$ cat config.mk
export PLATFORM = sky130hd
export DESIGN_NAME = ldst_unit
export DESIGN_NICKNAME = d
export VERILOG_FILES = /design/src/verilog/ldst_core_pkg.sv /design/src/verilog/ldst_bus_pkg.sv /design/src/verilog/ldst_unit.sv /design/src/verilog/ldst_control.sv /design/src/verilog/ldst_size_align.sv /design/src/verilog/ldst_reg_pop.sv
export VERILOG_INCLUDE_DIRS = /design/src /design/src/verilog
export SDC_FILE = /design/constraint.sdc
export NUM_CORES = 1
export LEC_CHECK = 0
export BUFFER_PORTS_ARGS = -buffer_cell sky130_fd_sc_hd__buf_2
export CORE_ASPECT_RATIO = 0.5
export CORE_UTILIZATION = 40
export CTS_CLUSTER_SIZE = 12
export DETAILED_ROUTE_END_ITERATION = 8
export PLACE_DENSITY = 0.73
export SKIP_LAST_GASP = 1
export SYNTH_ARGS = -nofsm -noshare
export SYNTH_HDL_FRONTEND = slang
export SYNTH_HIERARCHICAL = 1
export SYNTH_SLANG_ARGS = --single-unit
$ cat constraint.sdc
create_clock -name clk -period 7.85 [get_ports clk]
set_input_delay 0.785 -clock clk [delete_from_list [all_inputs] [get_ports clk]]
set_output_delay 0.785 -clock clk [all_outputs]
set_load 0.01 [all_outputs]
$ cat src/verilog/ldst_settings.svh
`ifndef LDST_SETTINGS_SVH
`define LDST_SETTINGS_SVH

// data and address width.
`define LDST_WORD_W 32

// one enable per byte lane.
`define LDST_BE_W (`LDST_WORD_W / 8)

// architectural register count.
`define LDST_NUM_REGS 16

// index width for the register list.
`define LDST_REG_NUM_W 4

`endif
$ cat src/verilog/ldst_core_pkg.sv
`include "ldst_settings.svh"

package ldst_core_pkg;

	typedef logic [`LDST_WORD_W-1:0] word;

	// one bit per register, bit n is register n.
	typedef logic [`LDST_NUM_REGS-1:0] reg_list;

	typedef logic [`LDST_REG_NUM_W-1:0] reg_num;

	typedef enum logic [1:0] {
		LDST_BYTE = 2'd0,
		LDST_HALF = 2'd1,
		LDST_WORD = 2'd2
	} ldst_size;

	// decoded load/store as handed over by the core.
	typedef struct packed {
		word      base;
		word      offset;
		reg_list  regs;
		ldst_size size;
		logic     load;
		logic     increment;
		logic     pre;
		logic     writeback;
		logic     sign_extend;
		logic     user;
	} ldst_req_t;

	// loaded register report.
	typedef struct packed {
		reg_num reg_idx;
		word    value;
	} ldst_wb_t;

endpackage

$ cat src/verilog/ldst_bus_pkg.sv
`include "ldst_settings.svh"

package ldst_bus_pkg;

	typedef logic [`LDST_BE_W-1:0] mem_be;

	// one memory transfer, held until mem_ready.
	typedef struct packed {
		ldst_core_pkg::word addr;
		mem_be              be;
		ldst_core_pkg::word wdata;
		logic               write;
		logic               user;
	} mem_cmd_t;

endpackage

$ cat src/verilog/ldst_unit.sv
`timescale 1ns/1ps

module ldst_unit (
	input  logic                     clk,
	input  logic                     rst_n,
	input  logic                     issue,
	input  ldst_core_pkg::ldst_req_t req,
	input  logic                     mem_ready,
	input  ldst_core_pkg::word       mem_rdata,
	input  ldst_core_pkg::word       store_value,
	output logic                     busy,
	output logic                     mem_start,
	output ldst_bus_pkg::mem_cmd_t   mem_cmd,
	output ldst_core_pkg::reg_num    store_reg,
	output logic                     wb_valid,
	output ldst_core_pkg::ldst_wb_t  wb,
	output logic                     base_wb_valid,
	output ldst_core_pkg::word       base_wb,
	output logic                     fault,
	output logic                     done
);

	import ldst_core_pkg::*;
	import ldst_bus_pkg::*;

	reg_list  pending;
	reg_list  next_lower;
	reg_list  next_upper;
	reg_num   pop_lower;
	reg_num   pop_upper;
	logic     pop_valid;
	word      cur_addr;
	ldst_size cur_size;
	logic     cur_sign_extend;
	mem_be    align_be;
	word      align_wdata;
	word      align_read;
	logic     misaligned;

	ldst_reg_pop u_pop (
		.regs       (pending),
		.valid      (pop_valid),
		.pop_lower  (pop_lower),
		.pop_upper  (pop_upper),
		.next_lower (next_lower),
		.next_upper (next_upper)
	);

	ldst_size_align u_align (
		.addr        (cur_addr),
		.size        (cur_size),
		.sign_extend (cur_sign_extend),
		.store_value (store_value),
		.rdata       (mem_rdata),
		.be          (align_be),
		.wdata       (align_wdata),
		.read        (align_read),
		.misaligned  (misaligned)
	);

	ldst_control u_control (
		.clk             (clk),
		.rst_n           (rst_n),
		.issue           (issue),
		.req             (req),
		.mem_ready       (mem_ready),
		.pop_valid       (pop_valid),
		.pop_lower       (pop_lower),
		.pop_upper       (pop_upper),
		.next_lower      (next_lower),
		.next_upper      (next_upper),
		.align_be        (align_be),
		.align_wdata     (align_wdata),
		.align_read      (align_read),
		.misaligned      (misaligned),
		.pending         (pending),
		.cur_addr        (cur_addr),
		.cur_size        (cur_size),
		.cur_sign_extend (cur_sign_extend),
		.busy            (busy),
		.mem_start       (mem_start),
		.mem_cmd         (mem_cmd),
		.store_reg       (store_reg),
		.wb_valid        (wb_valid),
		.wb              (wb),
		.base_wb_valid   (base_wb_valid),
		.base_wb         (base_wb),
		.fault           (fault),
		.done            (done)
	);

endmodule

$ cat src/verilog/ldst_control.sv
`timescale 1ns/1ps

module ldst_control (
	input  logic                     clk,
	input  logic                     rst_n,
	input  logic                     issue,
	input  ldst_core_pkg::ldst_req_t req,
	input  logic                     mem_ready,
	input  logic                     pop_valid,
	input  ldst_core_pkg::reg_num    pop_lower,
	input  ldst_core_pkg::reg_num    pop_upper,
	input  ldst_core_pkg::reg_list   next_lower,
	input  ldst_core_pkg::reg_list   next_upper,
	input  ldst_bus_pkg::mem_be      align_be,
	input  ldst_core_pkg::word       align_wdata,
	input  ldst_core_pkg::word       align_read,
	input  logic                     misaligned,
	output ldst_core_pkg::reg_list   pending,
	output ldst_core_pkg::word       cur_addr,
	output ldst_core_pkg::ldst_size  cur_size,
	output logic                     cur_sign_extend,
	output logic                     busy,
	output logic                     mem_start,
	output ldst_bus_pkg::mem_cmd_t   mem_cmd,
	output ldst_core_pkg::reg_num    store_reg,
	output logic                     wb_valid,
	output ldst_core_pkg::ldst_wb_t  wb,
	output logic                     base_wb_valid,
	output ldst_core_pkg::word       base_wb,
	output logic                     fault,
	output logic                     done
);

	import ldst_core_pkg::*;

	typedef enum logic [1:0] {
		ST_IDLE,
		ST_TRANSFER,
		ST_WAIT,
		ST_FINISH
	} state_t;

	state_t    state;
	state_t    state_next;
	ldst_req_t cur;
	reg_list   regs_left;
	logic      stop;
	logic      beat_done;

	// upward walks pop from the low end.
	assign store_reg = cur.increment ? pop_lower : pop_upper;
	assign regs_left = cur.increment ? next_lower : next_upper;

	assign pending = cur.regs;
	assign cur_addr = cur.pre ? cur.base + cur.offset : cur.base;
	assign cur_size = cur.size;
	assign cur_sign_extend = cur.sign_extend;

	// nothing left to move, or the address would fault.
	assign stop = !pop_valid || misaligned;
	assign beat_done = state == ST_WAIT && mem_ready;

	assign busy = state != ST_IDLE;
	assign mem_start = state == ST_TRANSFER && !stop;
	assign fault = state == ST_TRANSFER && pop_valid && misaligned;
	assign done = (state == ST_TRANSFER && stop) || state == ST_FINISH;

	// base already holds the stepped value here.
	assign base_wb_valid = done && !fault && cur.writeback;
	assign base_wb = cur.base;

	assign mem_cmd = '{
		addr:  cur_addr,
		be:    align_be,
		wdata: align_wdata,
		write: !cur.load,
		user:  cur.user
	};

	always_comb begin
		state_next = state;
		case (state)
			ST_IDLE:
				if (issue)
					state_next = ST_TRANSFER;
			ST_TRANSFER:
				state_next = stop ? ST_IDLE : ST_WAIT;
			ST_WAIT:
				if (mem_ready)
					state_next = (regs_left != '0) ? ST_TRANSFER : ST_FINISH;
			default:
				state_next = ST_IDLE;
		endcase
	end

	always_ff @(posedge clk or negedge rst_n) begin
		if (!rst_n) begin
			state <= ST_IDLE;
			cur <= '0;
			wb_valid <= 1'b0;
		end else begin
			state <= state_next;
			wb_valid <= beat_done && cur.load;

			if (state == ST_IDLE && issue) begin
				cur <= req;
			end else if (beat_done) begin
				cur.base <= cur.base + cur.offset;
				cur.regs <= regs_left;
			end
		end
	end

	// read data of the beat just finished.
	always_ff @(posedge clk) begin
		if (beat_done) begin
			wb.reg_idx <= store_reg;
			wb.value <= align_read;
		end
	end

	a_one_outstanding: assert property (@(posedge clk) disable iff (!rst_n)
		(mem_start || (state == ST_WAIT && !mem_ready)) |=> !mem_start)
	else
		$error("ldst_control: transfer started before mem_ready");

	a_cmd_stable: assert property (@(posedge clk) disable iff (!rst_n)
		(state == ST_WAIT && !mem_ready) |=> $stable(mem_cmd))
	else
		$error("ldst_control: mem_cmd changed while waiting");

	// multiple transfers are word only.
	a_multi_word: assert property (@(posedge clk) disable iff (!rst_n)
		(issue && !busy && $countones(req.regs) > 1) |-> req.size == LDST_WORD)
	else
		$error("ldst_control: multiple transfer with sub-word size");

endmodule

$ cat src/verilog/ldst_size_align.sv
`timescale 1ns/1ps
`include "ldst_settings.svh"

module ldst_size_align (
	input  ldst_core_pkg::word      addr,
	input  ldst_core_pkg::ldst_size size,
	input  logic                    sign_extend,
	input  ldst_core_pkg::word      store_value,
	input  ldst_core_pkg::word      rdata,
	output ldst_bus_pkg::mem_be     be,
	output ldst_core_pkg::word      wdata,
	output ldst_core_pkg::word      read,
	output logic                    misaligned
);

	import ldst_core_pkg::*;
	import ldst_bus_pkg::*;

	logic [1:0] lane;
	word        shifted;

	assign lane = addr[1:0];

	// bring the addressed lane down to bit 0.
	assign shifted = rdata >> {lane, 3'b000};

	always_comb begin
		case (size)
			LDST_BYTE: begin
				be = mem_be'(1) << lane;
				wdata = {(`LDST_WORD_W / 8){store_value[7:0]}};
				if (sign_extend)
					read = {{(`LDST_WORD_W - 8){shifted[7]}}, shifted[7:0]};
				else
					read = {{(`LDST_WORD_W - 8){1'b0}}, shifted[7:0]};
				misaligned = 1'b0;
			end
			LDST_HALF: begin
				be = lane[1] ? 4'b1100 : 4'b0011;
				wdata = {(`LDST_WORD_W / 16){store_value[15:0]}};
				if (sign_extend)
					read = {{(`LDST_WORD_W - 16){shifted[15]}}, shifted[15:0]};
				else
					read = {{(`LDST_WORD_W - 16){1'b0}}, shifted[15:0]};
				// odd halfword address.
				misaligned = lane[0];
			end
			default: begin
				be = '1;
				wdata = store_value;
				read = rdata;
				misaligned = |lane;
			end
		endcase
	end

endmodule

$ cat src/verilog/ldst_reg_pop.sv
`timescale 1ns/1ps
`include "ldst_settings.svh"

module ldst_reg_pop (
	input  ldst_core_pkg::reg_list regs,
	output logic                   valid,
	output ldst_core_pkg::reg_num  pop_lower,
	output ldst_core_pkg::reg_num  pop_upper,
	output ldst_core_pkg::reg_list next_lower,
	output ldst_core_pkg::reg_list next_upper
);

	import ldst_core_pkg::*;

	assign valid = |regs;

	// walking up, the last hit is the highest set bit.
	always_comb begin
		pop_upper = '0;
		for (int i = 0; i < `LDST_NUM_REGS; i++) begin
			if (regs[i])
				pop_upper = reg_num'(i);
		end
	end

	// walking down, the last hit is the lowest set bit.
	always_comb begin
		pop_lower = '0;
		for (int i = `LDST_NUM_REGS - 1; i >= 0; i--) begin
			if (regs[i])
				pop_lower = reg_num'(i);
		end
	end

	always_comb begin
		next_lower = regs;
		next_upper = regs;
		next_lower[pop_lower] = 1'b0;
		next_upper[pop_upper] = 1'b0;
	end

	// each pop takes exactly one register off the list.
	always_comb begin
		if (valid) begin
			assert ($countones(next_lower) == $countones(regs) - 1)
			else
				$error("ldst_reg_pop: lower pop did not remove one register");
			assert ($countones(next_upper) == $countones(regs) - 1)
			else
				$error("ldst_reg_pop: upper pop did not remove one register");
		end
	end

endmodule

==> run metrics, run 1 <==
clock-pin slew on the worst setup and hold paths 60 ps; gpl congestion 0.912; Routed wire per std cell 17.3 um; DP Wirelength 20.5 mm; Die Width 224 um; Mapped Area 0.00986 mm^2; antenna violations before repair 1; ys flop type dfrtp_1; antenna viol nets, final 0; worst-margin pin slew 1120 ps; Hold WS 243 ps; Top delay family on crit path compound AO/OA/AOI/OAI gates; worst-path cell chain ha_1, fa_1, a21o_1, a21oi_1, o21ai_1, a21oi_1, a211oi_2, a41oi_1, o31ai_1, xor2_1, mux2_2, buf_2; Fmax achieved 221 MHz; largest net degree at the start of global routing 91; WP data arrival 3750 ps; Rows 40; CTS tree done; yosys warns 6; number of library cell types mapped by synthesis 78; startpoint types flop; port bufs 303; CP Buf/Inv Count 1; worst stage delay on the critical path 510 ps; reg2reg start u_control/pending[6]; Crit Path Class flop to output pin; Post-Place Cells 1588; Initial Util 0.410; Peak VDD IR 0.000232 V; setup TNS 0 ps; Hold WC Path Type input port to async pin; Rel. slew slack 0.245; CP required 7070 ps; Max Cap Viol 0; Slew Viols, Final 0; I/O Pins 304; reg-to-reg endpoint u_control/state[1]; Leak 0.00551 uW; Post CTS Setup Buffer Count 0; first-pass GRT wire length 43.6 mm; WL final 28.1 mm; most common library cells after synthesis 219 x nand2_1, 130 x buf_4, 91 x dfrtp_1; R2R Setup Slk 4620 ps; sequential area share after synthesis 0.341; DR DRC count 0; final net count 1459; crit end category output pin; Crit. Startpoint u_control/base_wb[0]; CTS max path bufs 2; Hold-fix buffers, CTS 0; Slowest cell on crit path a41oi_1; top cells by area, synth dfrtp_1 23%, edfxtp_1 11%, buf_4 9.9%; TritonCTS Buffers 17; EDFF count, synth 36; minimum clock period 4530 ps; Post-Syn Area per Cell 8.81 um^2; status finished clean; Worst R2R Path Depth 8; final hold vios 0; clk root buf clkbuf_16; Async S/R FF share, synth 0.717; Overflow after GRT 0; DRT Pass-1 Iters 5; drt first-iter violations 763; Layout Cells excl Fill 1621; Die ar. 0.0253 mm^2; Seq cells post-synth 127; H-tree Lvls 4; post-synthesis cell count 1119; Final period util 0.578; share of cells above drive strength 1 0.337; vias 8781; Num Clock Sinks 127; GRT Overall Usage 0.218; area grow syn2layout 14.2%; vias per inst 5.42; post-synth top area share 0.231; final setup fails 0; pwr dens 519 mW/mm^2; core area 0.0241 mm^2; largest area contributor in the netlist dfrtp_1; largest fanout on the critical path 5; Final Skew 7.81 ps; Die Span Y 113 um; post-CTS sizing 0; most numerous cell on the critical path a21oi_1; top-count cell post-synth nand2_1; worst skew pair latency 440 ps; unrepaired setup endpoints after global routing false; number of global-route vias before repair 8317
## worst max-delay path by stage
stage	to	cells after the start
after floorplan	mem_cmd[64]	12
after global routing	mem_cmd[64]	12
after CTS	mem_cmd[64]	12
after global placement	mem_cmd[64]	12
after detailed placement	mem_cmd[64]	12
final	mem_cmd[64]	12
## layout by cell type (no fill, tap or decap), types with 5 or more instances in the layout
| cell | n |
|---|---|
| ha_1 | 31 |
| nand4_1 | 5 |
| a22oi_1 | 31 |
| nor3b_1 | 5 |
| nand2_1 | 219 |
| nand2b_1 | 17 |
| o21ai_2 | 11 |
| a21o_1 | 28 |
| edfxtp_1 | 36 |
| o221ai_1 | 8 |
| xnor2_1 | 19 |
| nor2b_1 | 9 |
| a221oi_1 | 5 |
| a221o_1 | 18 |
| o31a_1 | 7 |
| nor2_1 | 54 |
| clkbuf_16 | 18 |
| nand3_1 | 9 |
| buf_2 | 302 |
| dfrtp_1 | 90 |
| o21bai_1 | 8 |
| and2_1 | 6 |
| a21oi_1 | 46 |
| buf_4 | 10 |
| and3_1 | 14 |
| mux2_2 | 53 |
| nor3_1 | 5 |
| mux2i_1 | 37 |
| o21ai_0 | 40 |
| inv_1 | 28 |
| a22o_1 | 5 |
| xor2_1 | 8 |
| a31oi_1 | 5 |
| o21a_1 | 10 |
## layer usage
layer | part of all wire | wire, um | up-vias | GRT usage
met5 | 0 | 0 | - | 0
met4 | 0.023 | 640 | 0 | 0.0849
met3 | 0.058 | 1630 | 53 | 0.0413
met2 | 0.48 | 13500 | 344 | 0.359
met1 | 0.44 | 12300 | 4228 | 0.284
li1 | - | - | 4156 | -
## power breakdown
group | total (uW) | switching [uW] | internal, uW
registers | 1290 | 287 | 998
logic | 3780 | 2190 | 1590
clock network | 779 | 301 | 478
total | 5850 | 2780 | 3070
## state kept, by name, indices dropped and copies added (netlist names)
register,count
u_control/base_wb,32
u_control/cur,36
u_control/cur_sign_extend,1
u_control/cur_size,2
u_control/mem_cmd,1
u_control/pending,16
u_control/state,2
u_control/wb,36
u_control/wb_valid,1
## cell type report
class,count,area (um^2)
repair buffers,312,1590
diodes,1,2.50
well taps,336,420
inverters,29,109
multi-input cells,784,5200
clock inverters,9,80.1
flip-flops and latches,127,3360
fillers,2288,12800
clock buffers,23,499
## kinds of logic after synthesis
family,synth area share
AOI/OAI and AO/OA,0.193
xor gates and xnor gates,0.0240
adders and majority gates,0.0414
buffers and inverters,0.133
DFF,0.341
muxes,0.0981
other,0.000380
and+or+nand+nor,0.170
## metrics by stage
step | instance area, um^2 | util | total power [uW] | setup WS [ps]
after global routing | 11300 | 0.468 | 6280 | 3130
after global placement | 10700 | 0.444 | 4950 | 3850
after floorplan | 9860 | - | 4460 | 4300
after CTS | 11300 | 0.468 | 5840 | 3350
after detailed placement | 10700 | 0.444 | 5020 | 3820
final | 11300 | 0.468 | 5850 | 3320
Power figures use the tool's default switching activity.
==> run 2, diff against run 1 <==
clock period = 4.3 ns   (was 7.85 ns; I/O delays follow)
==> run metrics, run 2 (synthesis results as in run 1) <==
unrepaired setup endpoints after global routing true; reg-to-reg endpoint u_control/state[1]; number of diodes 0 (-1); pwr dens 948 mW/mm^2 (+83%); largest net degree at the start of global routing 90 (-1.1%); DRT Pass-1 Iters 5 (unchanged); port bufs 303 (unchanged); Top delay family on crit path compound AO/OA/AOI/OAI gates; drt first-iter violations 679 (-11%); Die Width 224 um (unchanged); number of global-route vias before repair 8309 (-0.096%); post-CTS sizing 0 (unchanged); Rows 40 (unchanged); DP Wirelength 20.5 mm (about the same); setup TNS 0 ps (unchanged); WL final 27.9 mm (-0.76%); antenna viol nets, final 0 (unchanged); worst-path cell chain ha_1, fa_1, a21o_1, a21oi_1, o21ai_1, a21oi_1, a211oi_2, a21boi_1, o41a_1, mux2i_1, a211o_1, buf_2; minimum clock period 4120 ps; final hold vios 0 (unchanged); Die ar. 0.0253 mm^2 (unchanged); Layout Cells excl Fill 1621 (unchanged); CTS tree done; dpl ws 602 ps (-3220 ps); GRT Overall Usage 0.217 (-0.00129); Placement Cell Area 0.0107 mm^2 (about the same); gpl congestion 0.899 (-1.4%); Hold-fix buffers, CTS 0 (unchanged); startpoint types flop; status finished clean; Initial Util 0.410 (unchanged); H-tree Lvls 4 (unchanged); Overflow after GRT 0 (unchanged); Routed wire per std cell 17.2 um (-0.76%); fin worst setup slack 178 ps (-3140 ps); final net count 1460 (+0.069%); Rel. slew slack 0.274 (+0.0288); worst skew pair latency 440 ps (about the same); R2R Setup Slk 1160 ps (-3460 ps); Slew Viols, Final 0 (unchanged); Peak VDD IR 0.000422 V (+81%); Leak 0.00551 uW (about the same); clock-pin slew on the worst setup and hold paths 60 ps (about the same); DR DRC count 0 (unchanged); Hold WC Path Type input port to async pin; TritonCTS Buffers 17 (unchanged); CTS max path bufs 2 (unchanged); clk root buf clkbuf_16; leading cell type in the layout, fill and taps excluded buf_2; Max Cap Viol 0 (unchanged); Worst R2R Path Depth 9 (+1); worst-margin pin slew 1090 ps (-32.8 ps); Final Skew 10.1 ps (+2.25 ps); most numerous cell on the critical path a21oi_1; CP Buf/Inv Count 1 (unchanged); vias 8665 (-1.3%); Final Util 0.468 (about the same); Post CTS Setup Buffer Count 0 (unchanged); Final period util 0.959; crit end category output pin; antenna violations before repair 0 (-1); Post-Place Cells 1589 (+0.063%); final setup fails 0 (unchanged); share of cells above drive strength 1 0.339 (+0.00207); commonest non-fill, non-tap cells in the layout 302 x buf_2, 219 x nand2_1, 90 x dfrtp_1; CP required 3870 ps (-3200 ps); final instance area 0.0113 mm^2 (about the same); Slowest cell on crit path o41a_1; Fmax achieved 243 MHz; WP data arrival 3690 ps (-60 ps); worst stage delay on the critical path 520 ps (about the same); Num Clock Sinks 127 (unchanged); Crit Path Class flop to output pin; vias per inst 5.35 (-1.3%); core area 0.0241 mm^2 (unchanged); Die Span Y 113 um (unchanged); largest fanout on the critical path 5 (unchanged); reg2reg start u_control/pending[1]; area grow syn2layout 14.3% (about the same); I/O Pins 304 (unchanged); first-pass GRT wire length 43.2 mm (-0.82%)
run 2: where the power goes:
group / switching, uW / internal [uW] / leakage (uW)
combinational: 3970 / 2910 / 0.00377
sequential: 560 / 1820 / 0.00145
clock: 571 / 846 / 0.000280
run 2: through the flow:
stage	hold slack [ps]	total power, uW
3_5_place_dp	469	9180
3_3_place_gp	456	9040
5_1_grt	140	11500
6_report	74.8	10700
2_1_floorplan	134	8140
4_1_cts	91.8	10700
run 2: worst max path at each step:
stage,start,endpoint,slack (ps),depth (start not counted)
2_1_floorplan,u_control/base_wb[0],mem_cmd[64],1100,12
3_3_place_gp,u_control/base_wb[0],mem_cmd[64],650,12
3_5_place_dp,u_control/base_wb[0],mem_cmd[64],600,12
4_1_cts,u_control/base_wb[0],mem_cmd[64],120,12
5_1_grt,u_control/base_wb[0],mem_cmd[66],-40,12
6_report,u_control/base_wb[0],mem_cmd[66],180,12
run 2: cell type report:
| type | instances | area [um^2] |
|---|---|---|
| clock buffer | 17 | 425 |
| clock inverter | 15 | 144 |
| fill | 2331 | 12800 |
| inverter | 29 | 109 |
| multi-input combinational | 784 | 5210 |
| sequential | 127 | 3360 |
| tap | 336 | 420 |
| timing repair buffer | 313 | 1590 |
run 2: routing by layer:
metal  track usage  share of wire  vias up
met2         0.364           0.49      304
li1              -              -     4156
met4        0.0822          0.025        0
met5             0              0        -
met3        0.0434          0.051       54
met1         0.276           0.44     4151
